**config.mk**
```make
export PLATFORM = sky130hd
export DESIGN_NAME = core_complex_fabric
export DESIGN_NICKNAME = d
export VERILOG_FILES = /design/src/logic/offload_pkg.sv /design/src/logic/core_complex_fabric.sv /design/src/logic/mem_route.sv /design/src/logic/offload_rsp_arbiter.sv /design/src/logic/ssr_cfg_unit.sv /design/src/logic/offload_req_stage.sv
export SDC_FILE = /design/constraint.sdc
export NUM_CORES = 2
export LEC_CHECK = 0
export BUFFER_PORTS_ARGS = -buffer_cell sky130_fd_sc_hd__buf_2
export CAP_MARGIN = 30
export CORE_AREA = 2 2 345 347
export DETAILED_ROUTE_END_ITERATION = 10
export DIE_AREA = 0 0 347 349
export HOLD_SLACK_MARGIN = 0.08
export PLACE_DENSITY = 0.73
export SKIP_CTS_REPAIR_TIMING = 1
export SLEW_MARGIN = 30
export SYNTH_ARGS = -nofsm -noshare
export SYNTH_HDL_FRONTEND = slang
export SYNTH_SLANG_ARGS = --single-unit
export TNS_END_PERCENT = 10
```
**constraint.sdc**
```tcl
create_clock -name clk_i -period 40.1 [get_ports clk_i]
set_clock_uncertainty 0.1 [all_clocks]
set_input_delay 4.01 -clock clk_i [delete_from_list [all_inputs] [get_ports clk_i]]
set_output_delay 4.01 -clock clk_i [all_outputs]
set_load 0.01 [all_outputs]
```
**src/logic/offload_pkg.sv**
```systemverilog
// -------------------------------------------------------------------
// Offload fabric package
// Widths, target codes, SSR config opcodes and the bus structs shared
// by the offload path and the memory route
// -------------------------------------------------------------------

`default_nettype none

package offload_pkg;

  // Meaningful widths
  typedef logic [31:0] data_t;
  typedef logic [31:0] addr_t;
  typedef logic [4:0]  acc_id_t;
  typedef logic [1:0]  acc_target_t;
  typedef logic [3:0]  strb_t;
  // Data mover index (5 bits) followed by register index (7 bits)
  typedef logic [11:0] ssr_word_t;

  // Offload targets, code 3 falls back to the FPU
  localparam acc_target_t TARGET_FPU  = 2'd0;
  localparam acc_target_t TARGET_HIVE = 2'd1;
  localparam acc_target_t TARGET_SSR  = 2'd2;
  localparam int unsigned NUM_TARGETS = 3;
  localparam int unsigned TGT_IDX_W   = $clog2(NUM_TARGETS);

  // SSR configuration space
  localparam int unsigned NUM_SSRS      = 3;
  localparam int unsigned NUM_SSR_REGS  = 8;
  localparam int unsigned SSR_DM_SEL_W  = $clog2(NUM_SSRS);
  localparam int unsigned SSR_REG_SEL_W = $clog2(NUM_SSR_REGS);

  // Custom-1 opcode, funct3 picks the config instruction
  localparam logic [31:0] SCFG_MASK    = 32'h0000_707f;
  localparam logic [31:0] SCFGRI_MATCH = 32'h0000_102b;
  localparam logic [31:0] SCFGWI_MATCH = 32'h0000_202b;
  localparam logic [31:0] SCFGR_MATCH  = 32'h0000_502b;
  localparam logic [31:0] SCFGW_MATCH  = 32'h0000_602b;

  // Memory routing
  localparam int unsigned TCDM_ADDR_WIDTH = 17;
  localparam addr_t       TCDM_MASK       = {32{1'b1}} << TCDM_ADDR_WIDTH;
  localparam int unsigned MEM_RSP_DEPTH   = 4;
  localparam int unsigned MEM_PTR_W       = $clog2(MEM_RSP_DEPTH);

  typedef struct packed {
    acc_target_t target;
    acc_id_t     id;
    data_t       data_op;
    data_t       data_arga;
    data_t       data_argb;
    data_t       data_argc;
  } acc_req_t;

  typedef struct packed {
    acc_id_t id;
    data_t   data;
    logic    error;
  } acc_rsp_t;

  typedef struct packed {
    addr_t addr;
    data_t wdata;
    logic  write;
    strb_t strb;
  } mem_req_t;

  typedef struct packed {
    data_t rdata;
    logic  error;
  } mem_rsp_t;

  typedef enum logic {
    MEM_SOC  = 1'b0,
    MEM_TCDM = 1'b1
  } mem_port_t;

endpackage

`default_nettype wire
```
**src/logic/core_complex_fabric.sv**
```systemverilog
// -------------------------------------------------------------------
// Core complex fabric top level
// Offload request routing, SSR configuration, response arbitration
// and the data memory route
// -------------------------------------------------------------------

`timescale 1ns/1ps
`default_nettype none

module core_complex_fabric
  import offload_pkg::*;
(
  input  logic     clk_i,
  input  logic     rst_ni,
  // Offload from the core
  input  acc_req_t acc_req_i,
  input  logic     acc_valid_i,
  output logic     acc_ready_o,
  output acc_rsp_t acc_rsp_o,
  output logic     acc_rsp_valid_o,
  input  logic     acc_rsp_ready_i,
  // External FPU
  output acc_req_t fpu_req_o,
  output logic     fpu_valid_o,
  input  logic     fpu_ready_i,
  input  acc_rsp_t fpu_rsp_i,
  input  logic     fpu_rsp_valid_i,
  output logic     fpu_rsp_ready_o,
  // Shared muldiv
  output acc_req_t hive_req_o,
  output logic     hive_valid_o,
  input  logic     hive_ready_i,
  input  acc_rsp_t hive_rsp_i,
  input  logic     hive_rsp_valid_i,
  output logic     hive_rsp_ready_o,
  // Data memory
  input  addr_t    tcdm_base_i,
  input  mem_req_t core_req_i,
  input  logic     core_valid_i,
  output logic     core_ready_o,
  output mem_rsp_t core_rsp_o,
  output logic     core_rsp_valid_o,
  output mem_req_t tcdm_req_o,
  output logic     tcdm_valid_o,
  input  logic     tcdm_ready_i,
  input  mem_rsp_t tcdm_rsp_i,
  input  logic     tcdm_rsp_valid_i,
  output logic     tcdm_rsp_ready_o,
  output mem_req_t soc_req_o,
  output logic     soc_valid_o,
  input  logic     soc_ready_i,
  input  mem_rsp_t soc_rsp_i,
  input  logic     soc_rsp_valid_i,
  output logic     soc_rsp_ready_o
);

  acc_req_t                   tgt_req;
  logic     [NUM_TARGETS-1:0] tgt_valid, tgt_ready;
  acc_rsp_t                   ssr_rsp;
  logic                       ssr_rsp_valid;
  acc_rsp_t [NUM_TARGETS-1:0] src_rsp;
  logic     [NUM_TARGETS-1:0] src_valid, src_ready;

  // -----------------------------------------------------------------
  // Offload request path
  // -----------------------------------------------------------------
  offload_req_stage i_offload_req_stage (
    .clk_i       (clk_i),
    .rst_ni      (rst_ni),
    .acc_req_i   (acc_req_i),
    .acc_valid_i (acc_valid_i),
    .acc_ready_o (acc_ready_o),
    .tgt_req_o   (tgt_req),
    .tgt_valid_o (tgt_valid),
    .tgt_ready_i (tgt_ready)
  );

  // Shared request bus, one valid per target
  assign fpu_req_o    = tgt_req;
  assign hive_req_o   = tgt_req;
  assign fpu_valid_o  = tgt_valid[TARGET_FPU];
  assign hive_valid_o = tgt_valid[TARGET_HIVE];
  assign tgt_ready[TARGET_FPU]  = fpu_ready_i;
  assign tgt_ready[TARGET_HIVE] = hive_ready_i;

  ssr_cfg_unit i_ssr_cfg_unit (
    .clk_i       (clk_i),
    .rst_ni      (rst_ni),
    .req_i       (tgt_req),
    .valid_i     (tgt_valid[TARGET_SSR]),
    .ready_o     (tgt_ready[TARGET_SSR]),
    .rsp_o       (ssr_rsp),
    .rsp_valid_o (ssr_rsp_valid),
    .rsp_ready_i (src_ready[TARGET_SSR])
  );

  // -----------------------------------------------------------------
  // Offload response path
  // -----------------------------------------------------------------
  assign src_rsp   = {ssr_rsp, hive_rsp_i, fpu_rsp_i};
  assign src_valid = {ssr_rsp_valid, hive_rsp_valid_i, fpu_rsp_valid_i};
  assign fpu_rsp_ready_o  = src_ready[TARGET_FPU];
  assign hive_rsp_ready_o = src_ready[TARGET_HIVE];

  offload_rsp_arbiter i_offload_rsp_arbiter (
    .clk_i       (clk_i),
    .rst_ni      (rst_ni),
    .src_rsp_i   (src_rsp),
    .src_valid_i (src_valid),
    .src_ready_o (src_ready),
    .rsp_o       (acc_rsp_o),
    .rsp_valid_o (acc_rsp_valid_o),
    .rsp_ready_i (acc_rsp_ready_i)
  );

  // -----------------------------------------------------------------
  // Data memory route
  // -----------------------------------------------------------------
  mem_route i_mem_route (
    .clk_i            (clk_i),
    .rst_ni           (rst_ni),
    .tcdm_base_i      (tcdm_base_i),
    .core_req_i       (core_req_i),
    .core_valid_i     (core_valid_i),
    .core_ready_o     (core_ready_o),
    .core_rsp_o       (core_rsp_o),
    .core_rsp_valid_o (core_rsp_valid_o),
    .tcdm_req_o       (tcdm_req_o),
    .tcdm_valid_o     (tcdm_valid_o),
    .tcdm_ready_i     (tcdm_ready_i),
    .tcdm_rsp_i       (tcdm_rsp_i),
    .tcdm_rsp_valid_i (tcdm_rsp_valid_i),
    .tcdm_rsp_ready_o (tcdm_rsp_ready_o),
    .soc_req_o        (soc_req_o),
    .soc_valid_o      (soc_valid_o),
    .soc_ready_i      (soc_ready_i),
    .soc_rsp_i        (soc_rsp_i),
    .soc_rsp_valid_i  (soc_rsp_valid_i),
    .soc_rsp_ready_o  (soc_rsp_ready_o)
  );

endmodule

`default_nettype wire

```
**src/logic/mem_route.sv**
```systemverilog
// -------------------------------------------------------------------
// Memory route
// Splits core data requests between TCDM and SoC by base/mask and
// returns the responses in request order
// -------------------------------------------------------------------

`timescale 1ns/1ps
`default_nettype none

module mem_route
  import offload_pkg::*;
(
  input  logic     clk_i,
  input  logic     rst_ni,
  input  addr_t    tcdm_base_i,
  // Core side
  input  mem_req_t core_req_i,
  input  logic     core_valid_i,
  output logic     core_ready_o,
  output mem_rsp_t core_rsp_o,
  output logic     core_rsp_valid_o,
  // TCDM port
  output mem_req_t tcdm_req_o,
  output logic     tcdm_valid_o,
  input  logic     tcdm_ready_i,
  input  mem_rsp_t tcdm_rsp_i,
  input  logic     tcdm_rsp_valid_i,
  output logic     tcdm_rsp_ready_o,
  // SoC port
  output mem_req_t soc_req_o,
  output logic     soc_valid_o,
  input  logic     soc_ready_i,
  input  mem_rsp_t soc_rsp_i,
  input  logic     soc_rsp_valid_i,
  output logic     soc_rsp_ready_o
);

  mem_port_t            fifo_q [MEM_RSP_DEPTH];
  logic [MEM_PTR_W-1:0] wr_ptr_q, rd_ptr_q;
  logic [MEM_PTR_W:0]   count_q;
  logic                 fifo_full, fifo_empty;
  logic                 is_tcdm;
  logic                 push, pop;
  mem_port_t            head_port;

  // ---------------------------------------------------------------
  // Request side
  // ---------------------------------------------------------------
  assign is_tcdm = (core_req_i.addr & TCDM_MASK) == (tcdm_base_i & TCDM_MASK);

  assign tcdm_req_o   = core_req_i;
  assign soc_req_o    = core_req_i;
  assign tcdm_valid_o = core_valid_i & ~fifo_full & is_tcdm;
  assign soc_valid_o  = core_valid_i & ~fifo_full & ~is_tcdm;
  assign core_ready_o = ~fifo_full & (is_tcdm ? tcdm_ready_i : soc_ready_i);
  assign push         = core_valid_i & core_ready_o;

  // ---------------------------------------------------------------
  // Route FIFO and response side
  // ---------------------------------------------------------------
  assign fifo_full  = count_q == (MEM_PTR_W + 1)'(MEM_RSP_DEPTH);
  assign fifo_empty = count_q == '0;
  assign head_port  = fifo_q[rd_ptr_q];

  // Only the port at the head may answer
  assign tcdm_rsp_ready_o = ~fifo_empty & (head_port == MEM_TCDM);
  assign soc_rsp_ready_o  = ~fifo_empty & (head_port == MEM_SOC);
  assign core_rsp_valid_o = (tcdm_rsp_valid_i & tcdm_rsp_ready_o) |
                            (soc_rsp_valid_i & soc_rsp_ready_o);
  assign core_rsp_o       = (head_port == MEM_TCDM) ? tcdm_rsp_i : soc_rsp_i;
  assign pop              = core_rsp_valid_o;

  always_ff @(posedge clk_i) begin
    if (rst_ni) begin
      wr_ptr_q <= '0;
      rd_ptr_q <= '0;
      count_q  <= '0;
    end else begin
      if (push) begin
        wr_ptr_q <= wr_ptr_q + 1'b1;
      end
      if (pop) begin
        rd_ptr_q <= rd_ptr_q + 1'b1;
      end
      case ({push, pop})
        2'b10:   count_q <= count_q + 1'b1;
        2'b01:   count_q <= count_q - 1'b1;
        default: count_q <= count_q;
      endcase
    end
  end

  always_ff @(posedge clk_i) begin
    if (push) begin
      fifo_q[wr_ptr_q] <= is_tcdm ? MEM_TCDM : MEM_SOC;
    end
  end

endmodule

`default_nettype wire

```
**src/logic/offload_rsp_arbiter.sv**
```systemverilog
// -------------------------------------------------------------------
// Offload response arbiter
// Round-robin over the FPU, HIVE and SSR responses into one
// registered response towards the core
// -------------------------------------------------------------------

`timescale 1ns/1ps
`default_nettype none

module offload_rsp_arbiter
  import offload_pkg::*;
(
  input  logic                              clk_i,
  input  logic                              rst_ni,
  input  acc_rsp_t [NUM_TARGETS-1:0]        src_rsp_i,
  input  logic     [NUM_TARGETS-1:0]        src_valid_i,
  output logic     [NUM_TARGETS-1:0]        src_ready_o,
  output acc_rsp_t                          rsp_o,
  output logic                              rsp_valid_o,
  input  logic                              rsp_ready_i
);

  acc_rsp_t               rsp_q;
  logic                   rsp_valid_q;
  logic [TGT_IDX_W-1:0]   last_q, gnt_idx;
  logic [NUM_TARGETS-1:0] gnt;
  logic                   any_gnt;
  logic                   load_en;

  // Output slot takes a new item when empty or draining
  assign load_en = ~rsp_valid_q | rsp_ready_i;

  // Search starts one past the last granted source
  always_comb begin
    int unsigned idx;
    gnt     = '0;
    gnt_idx = last_q;
    any_gnt = 1'b0;
    for (int unsigned k = 1; k <= NUM_TARGETS; k++) begin
      idx = (last_q + k) % NUM_TARGETS;
      if (!any_gnt && src_valid_i[idx]) begin
        any_gnt  = 1'b1;
        gnt_idx  = idx[TGT_IDX_W-1:0];
        gnt[idx] = 1'b1;
      end
    end
  end

  assign src_ready_o = gnt & {NUM_TARGETS{load_en}};

  always_ff @(posedge clk_i) begin
    if (rst_ni) begin
      rsp_valid_q <= 1'b0;
      last_q      <= TGT_IDX_W'(NUM_TARGETS - 1);
    end else if (load_en) begin
      rsp_valid_q <= any_gnt;
      if (any_gnt) begin
        last_q <= gnt_idx;
      end
    end
  end

  always_ff @(posedge clk_i) begin
    if (load_en && any_gnt) begin
      rsp_q <= src_rsp_i[gnt_idx];
    end
  end

  assign rsp_o       = rsp_q;
  assign rsp_valid_o = rsp_valid_q;

endmodule

`default_nettype wire

```
**src/logic/ssr_cfg_unit.sv**
```systemverilog
// -------------------------------------------------------------------
// SSR configuration unit
// Decodes the SCFG read/write instructions and serves them from the
// 3 x 8 word configuration register file
// -------------------------------------------------------------------

`timescale 1ns/1ps
`default_nettype none

module ssr_cfg_unit
  import offload_pkg::*;
(
  input  logic     clk_i,
  input  logic     rst_ni,
  input  acc_req_t req_i,
  input  logic     valid_i,
  output logic     ready_o,
  output acc_rsp_t rsp_o,
  output logic     rsp_valid_o,
  input  logic     rsp_ready_i
);

  data_t       cfg_q [NUM_SSRS][NUM_SSR_REGS];
  acc_rsp_t    rsp_q;
  logic        rsp_valid_q;
  logic        is_rd_imm, is_wr_imm, is_rd_reg, is_wr_reg;
  logic        is_write;
  logic [11:0] cfg_addr;
  ssr_word_t   cfg_word;
  logic [4:0]  word_dm;
  logic [6:0]  word_reg;
  logic        in_range;
  data_t       rdata;
  logic        req_hs;

  // ---------------------------------------------------------------
  // Instruction decode
  // ---------------------------------------------------------------
  assign is_rd_imm = (req_i.data_op & SCFG_MASK) == SCFGRI_MATCH;
  assign is_wr_imm = (req_i.data_op & SCFG_MASK) == SCFGWI_MATCH;
  assign is_rd_reg = (req_i.data_op & SCFG_MASK) == SCFGR_MATCH;
  assign is_wr_reg = (req_i.data_op & SCFG_MASK) == SCFGW_MATCH;
  assign is_write  = is_wr_imm | is_wr_reg;

  // Unknown ops fall back to a read of word zero
  always_comb begin
    if (is_rd_imm || is_wr_imm) begin
      cfg_addr = req_i.data_op[31:20];
    end else if (is_rd_reg || is_wr_reg) begin
      cfg_addr = req_i.data_argb[11:0];
    end else begin
      cfg_addr = '0;
    end
  end

  // Register index sits above the data mover index in the address
  assign cfg_word = {cfg_addr[4:0], cfg_addr[11:5]};
  assign word_dm  = cfg_word[11:7];
  assign word_reg = cfg_word[6:0];
  assign in_range = (word_dm < NUM_SSRS) && (word_reg < NUM_SSR_REGS);

  assign rdata = in_range ?
      cfg_q[word_dm[SSR_DM_SEL_W-1:0]][word_reg[SSR_REG_SEL_W-1:0]] : '0;

  // ---------------------------------------------------------------
  // Register file and response slot
  // ---------------------------------------------------------------
  assign ready_o = ~rsp_valid_q | rsp_ready_i;
  assign req_hs  = valid_i & ready_o;

  always_ff @(posedge clk_i) begin
    if (rst_ni) begin
      for (int unsigned d = 0; d < NUM_SSRS; d++) begin
        for (int unsigned r = 0; r < NUM_SSR_REGS; r++) begin
          cfg_q[d][r] <= '0;
        end
      end
    end else if (req_hs && is_write && in_range) begin
      cfg_q[word_dm[SSR_DM_SEL_W-1:0]][word_reg[SSR_REG_SEL_W-1:0]] <=
          req_i.data_arga[31:0];
    end
  end

  always_ff @(posedge clk_i) begin
    if (rst_ni) begin
      rsp_valid_q <= 1'b0;
    end else if (req_hs) begin
      rsp_valid_q <= 1'b1;
    end else if (rsp_ready_i) begin
      rsp_valid_q <= 1'b0;
    end
  end

  // Writes answer with id 0 so the core skips the write-back
  always_ff @(posedge clk_i) begin
    if (req_hs) begin
      rsp_q.id    <= is_write ? acc_id_t'(0) : req_i.id;
      rsp_q.data  <= rdata;
      rsp_q.error <= 1'b0;
    end
  end

  assign rsp_o       = rsp_q;
  assign rsp_valid_o = rsp_valid_q;

endmodule

`default_nettype wire

```
**src/logic/offload_req_stage.sv**
```systemverilog
// -------------------------------------------------------------------
// Offload request stage
// Two-entry spill register on the offload request, steered by the
// target field of the outgoing entry
// -------------------------------------------------------------------

`timescale 1ns/1ps
`default_nettype none

module offload_req_stage
  import offload_pkg::*;
(
  input  logic                   clk_i,
  input  logic                   rst_ni,
  input  acc_req_t               acc_req_i,
  input  logic                   acc_valid_i,
  output logic                   acc_ready_o,
  output acc_req_t               tgt_req_o,
  output logic [NUM_TARGETS-1:0] tgt_valid_o,
  input  logic [NUM_TARGETS-1:0] tgt_ready_i
);

  acc_req_t             a_data_q, b_data_q;
  logic                 a_full_q, b_full_q;
  logic                 a_fill, a_drain, b_fill, b_drain;
  logic                 out_valid, out_ready;
  logic [TGT_IDX_W-1:0] tgt_idx;

  // Entry A takes new requests, entry B catches one under a stall
  assign acc_ready_o = ~a_full_q | ~b_full_q;
  assign a_fill      = acc_valid_i & acc_ready_o;
  assign a_drain     = a_full_q & ~b_full_q;
  assign b_fill      = a_drain & ~out_ready;
  assign b_drain     = b_full_q & out_ready;

  always_ff @(posedge clk_i) begin
    if (rst_ni) begin
      a_full_q <= 1'b0;
      b_full_q <= 1'b0;
    end else begin
      if (a_fill || a_drain) begin
        a_full_q <= a_fill;
      end
      if (b_fill || b_drain) begin
        b_full_q <= b_fill;
      end
    end
  end

  always_ff @(posedge clk_i) begin
    if (a_fill) begin
      a_data_q <= acc_req_i;
    end
    if (b_fill) begin
      b_data_q <= a_data_q;
    end
  end

  // Older entry leaves first
  assign out_valid = a_full_q | b_full_q;
  assign tgt_req_o = b_full_q ? b_data_q : a_data_q;

  // Target decode, unused code goes to the FPU
  always_comb begin
    case (tgt_req_o.target)
      TARGET_HIVE: tgt_idx = TGT_IDX_W'(1);
      TARGET_SSR:  tgt_idx = TGT_IDX_W'(2);
      default:     tgt_idx = TGT_IDX_W'(0);
    endcase
  end

  always_comb begin
    for (int unsigned i = 0; i < NUM_TARGETS; i++) begin
      tgt_valid_o[i] = out_valid && (tgt_idx == i);
    end
  end

  assign out_ready = tgt_ready_i[tgt_idx];

endmodule

`default_nettype wire

```
==> results.txt <==
----------------------------------------------------
[Worst setup path]
  CP arrival ... 5730 ps
  Worst setup path startpoint ... tcdm_base_i[27]
  Startpoint class of the critical path ... input port
  Reg2Reg Launch Point ... i_offload_req_stage.b_full_q$_SDFFE_PP0P_
  Worst Reg-to-Reg Cells ... 11
  Largest fanout on the critical path ... 7
  WS Path Type ... input port to output pin
  Critical path endpoint category ... output pin
  Worst endpoint required time ... ~36000 ps

[STA]
  Final Max Slew Viols ... 0
  Unrepaired setup endpoints after global routing ... false
  Min Clock Period, post-route ... 9840 ps
  Highest clock rate ... roughly 100 MHz
  Tightest slew margin relative to the limit ... 0.0955
  TNS Setup ... 0 ps
  Actual transition at the worst max-transition pin ... between 1000 and 1500 ps
  Number of failing setup endpoints in the final timing report ... 0
  Final Cycle Share ... 0.245
  Final hold slack ... around 340 ps
  Final Hold Violating Endpoints ... 0

[Layout]
  Most frequent cells in the layout ... 1373 x edfxtp_1, 702 x buf_2, 611 x nor2_1
  End-of-flow core utilization ... 0.589
  Nets ... approximately 5200
  Area growth from synthesis to layout ... 14.0%
  Share of cells above drive strength 1 ... 0.242
  Most common cell after layout, fill and taps aside ... edfxtp_1

[Clock tree]
  Clock tree from TritonCTS ... built
  Maximum clock insertion buffer count ... 3
  Clock buffers created by TritonCTS ... ~140
  Cell at the root of the clock tree ... clkbuf_16
  Register clock-pin slew on the reported worst setup and hold paths ... approximately 60 ps
  H-tree depth reported by CTS ... 4
  Clock latency on the worst-skew pair ... ~780 ps
  CTS Sinks ... ~1400

[Place]
  Final Wtd Congestion ... between 0.8 and 0.9
  Dpl hpwl ... 124000 microns
  Number of port buffers ... 702

[Routing]
  DR vias/cell ... approximately 6.2
  Total wire length ... 202000 microns
  Detailed-route wire length per cell ... 30.9 microns
  Final antenna-violating net count ... 0
  Violation count after the first detailed-routing iteration ... slightly above 5000
  Number of detailed-routing iterations run before antenna repair ... 8
  Post-route DRC ... 0
  Via count ... 40300

[Synth]
  Post-Synthesis Cell Area ... slightly above 60000 sq um
  Number of instances in the synthesized netlist ... around 4300
  Number of enable flip-flop cells after synthesis ... around 1400
  Mean cell area of the mapped netlist ... 14.2 sq um
  Portion of the post-synthesis area used by sequential elements ... 0.685
  FF+latch count, synth ... around 1400
  Ys Warns ... 0
  Main flop type after synthesis ... edfxtp_1
  Number of library cell types mapped by synthesis ... 74
  Async set-reset flop share out of synthesis ... 0

[Power]
  Pwr dens ... approximately 50 nW/um^2
  Worst vdd rail ir drop ... 0.0468 mV
  Total design power ... ~3.5 mW
  Static leakage ... 25.0 nW

[Floorplan]
  Initial core utilization ... 0.516
  Num ports ... between 800 and 900
  Placement row count ... between 100 and 150
  Die width ... between 300 and 400 microns
  Die Span Y ... ~350 microns
  Area of the core ... 117000 sq um
  Total Die Area ... 121000 sq um

[Job]
  Number of max-cap violations ... 0

[Min path]
  Launch instance of the worst min-delay path ... i_offload_req_stage.a_data_q[8]$_DFFE_PP_
  Cells on Worst Hold Path ... 0
  Tightest Hold Check Type ... flip-flop to flip-flop

[Global route]
  Largest net degree at the start of global routing ... approximately 190
  Number of global-route vias before repair ... ~39000
  All-Layer GR Usage ... 0.328
  First-pass GRT wire length ... approximately 280000 microns
  Leftover overflow at the end of global routing ... 0
  Initial antenna violation count ... 28

[Outcome]
  Status ... complete, no violations

----------------------------------------------------
## layout make-up
cell class | instances | area, sq um
tap | 1536 | 1920
multi-input combinational | 2403 | 16200
sequential | 1388 | 41500
fill | 9109 | 48300
timing repair buffer | 774 | 4180
antenna | 63 | 158
clock buffer | 173 | 3780
clock inverter | 89 | 967
inverter | 117 | 439
## cells in the mapped netlist (all sizes together), types with 8 or more instances
library cell	instances	area (sq um)
edfxtp	1373	41200
nor2	613	2300
buf	402	2910
mux2i	221	2240
clkbuf	219	822
a221oi	188	1650
a211oi	186	1410
nand2	185	694
mux2	136	1530
inv	117	439
nand3	85	803
a221o	70	701
a21oi	47	254
a311o	43	430
and4	37	324
nor3	37	196
nor4	32	221
a2111oi	27	236
a311oi	26	228
a32o	26	260
nand2b	23	144
a31oi	19	119
xnor2	19	166
and2	15	93.8
dfxtp	15	300
ha	11	138
and3	9	56.3
o21ai	9	45.0
a31o	8	70.1
a32oi	8	70.1
## through the flow
stage	cells	worst slack, ps	cell area (sq um)
2_1_floorplan	4529	24550	61600
3_3_place_gp	6214	30210	64100
3_5_place_dp	6216	30250	64200
4_1_cts	6478	30230	68900
5_1_grt	6536	30290	69100
6_report	6543	30260	69100
## per-layer routing
layer	wire, microns	global-route usage	part of all wire	vias up
met2	96000	0.528	0.48	2946
met5	30	0	0.00015	-
met4	18100	0.260	0.089	4
li1	-	-	-	17000
met1	64000	0.363	0.32	19600
met3	24000	0.0983	0.12	650
## worst max-delay path, stage by stage
cell	delay [ps]
buf_2	100
xnor2_1	200
nand4_1	160
nor4_1	320
buf_4	210
and3_1	480
buf_2	230
## path summary, 6_finish.rpt
kind / to / slack [ps]
min: i_offload_req_stage.b_data_q[8]$_DFFE_PP_ / 340
max: tcdm_valid_o / 30260
max reg2reg: i_ssr_cfg_unit.rsp_o[24]$_SDFFCE_PP0P_ / 33600
min reg2reg: i_offload_req_stage.b_data_q[8]$_DFFE_PP_ / 340
## cell families after synthesis
logic type                 Yosys count  share of synthesized area
DFF                               1388                      0.685
other                                1                  0.0000618
AOI/OAI and AO/OA                  683                     0.0941
buffers and inverters              738                     0.0688
and+or+nand+nor                   1070                     0.0837
adders and majority gates           13                    0.00276
muxes                              358                     0.0625
xor gates and xnor gates            23                    0.00332
## registers in the layout (all words and copies together), names as in the netlist, named ones only
name,count
i_offload_req_stage.a_full_q,1
i_mem_route.rd_ptr_q,2
i_ssr_cfg_unit.cfg_q,1024
i_offload_rsp_arbiter.rsp_valid_o,1
i_offload_req_stage.b_full_q,1
i_mem_route.fifo_q,4
i_ssr_cfg_unit.rsp_valid_o,1
i_mem_route.count_q,3
i_offload_req_stage.b_data_q,135
i_offload_req_stage.a_data_q,135
i_offload_rsp_arbiter.last_q,2
i_offload_rsp_arbiter.rsp_o,38
i_mem_route.wr_ptr_q,2
i_ssr_cfg_unit.rsp_o,37
## power by group
group | internal, mW | leakage [nW] | switching (mW)
clock | 0.791 | 2.30 | 0.563
sequential | 1.68 | 14.0 | 0.0275
combinational | 0.161 | 8.67 | 0.288
Note: power is estimated with default switching activity, not from simulation.
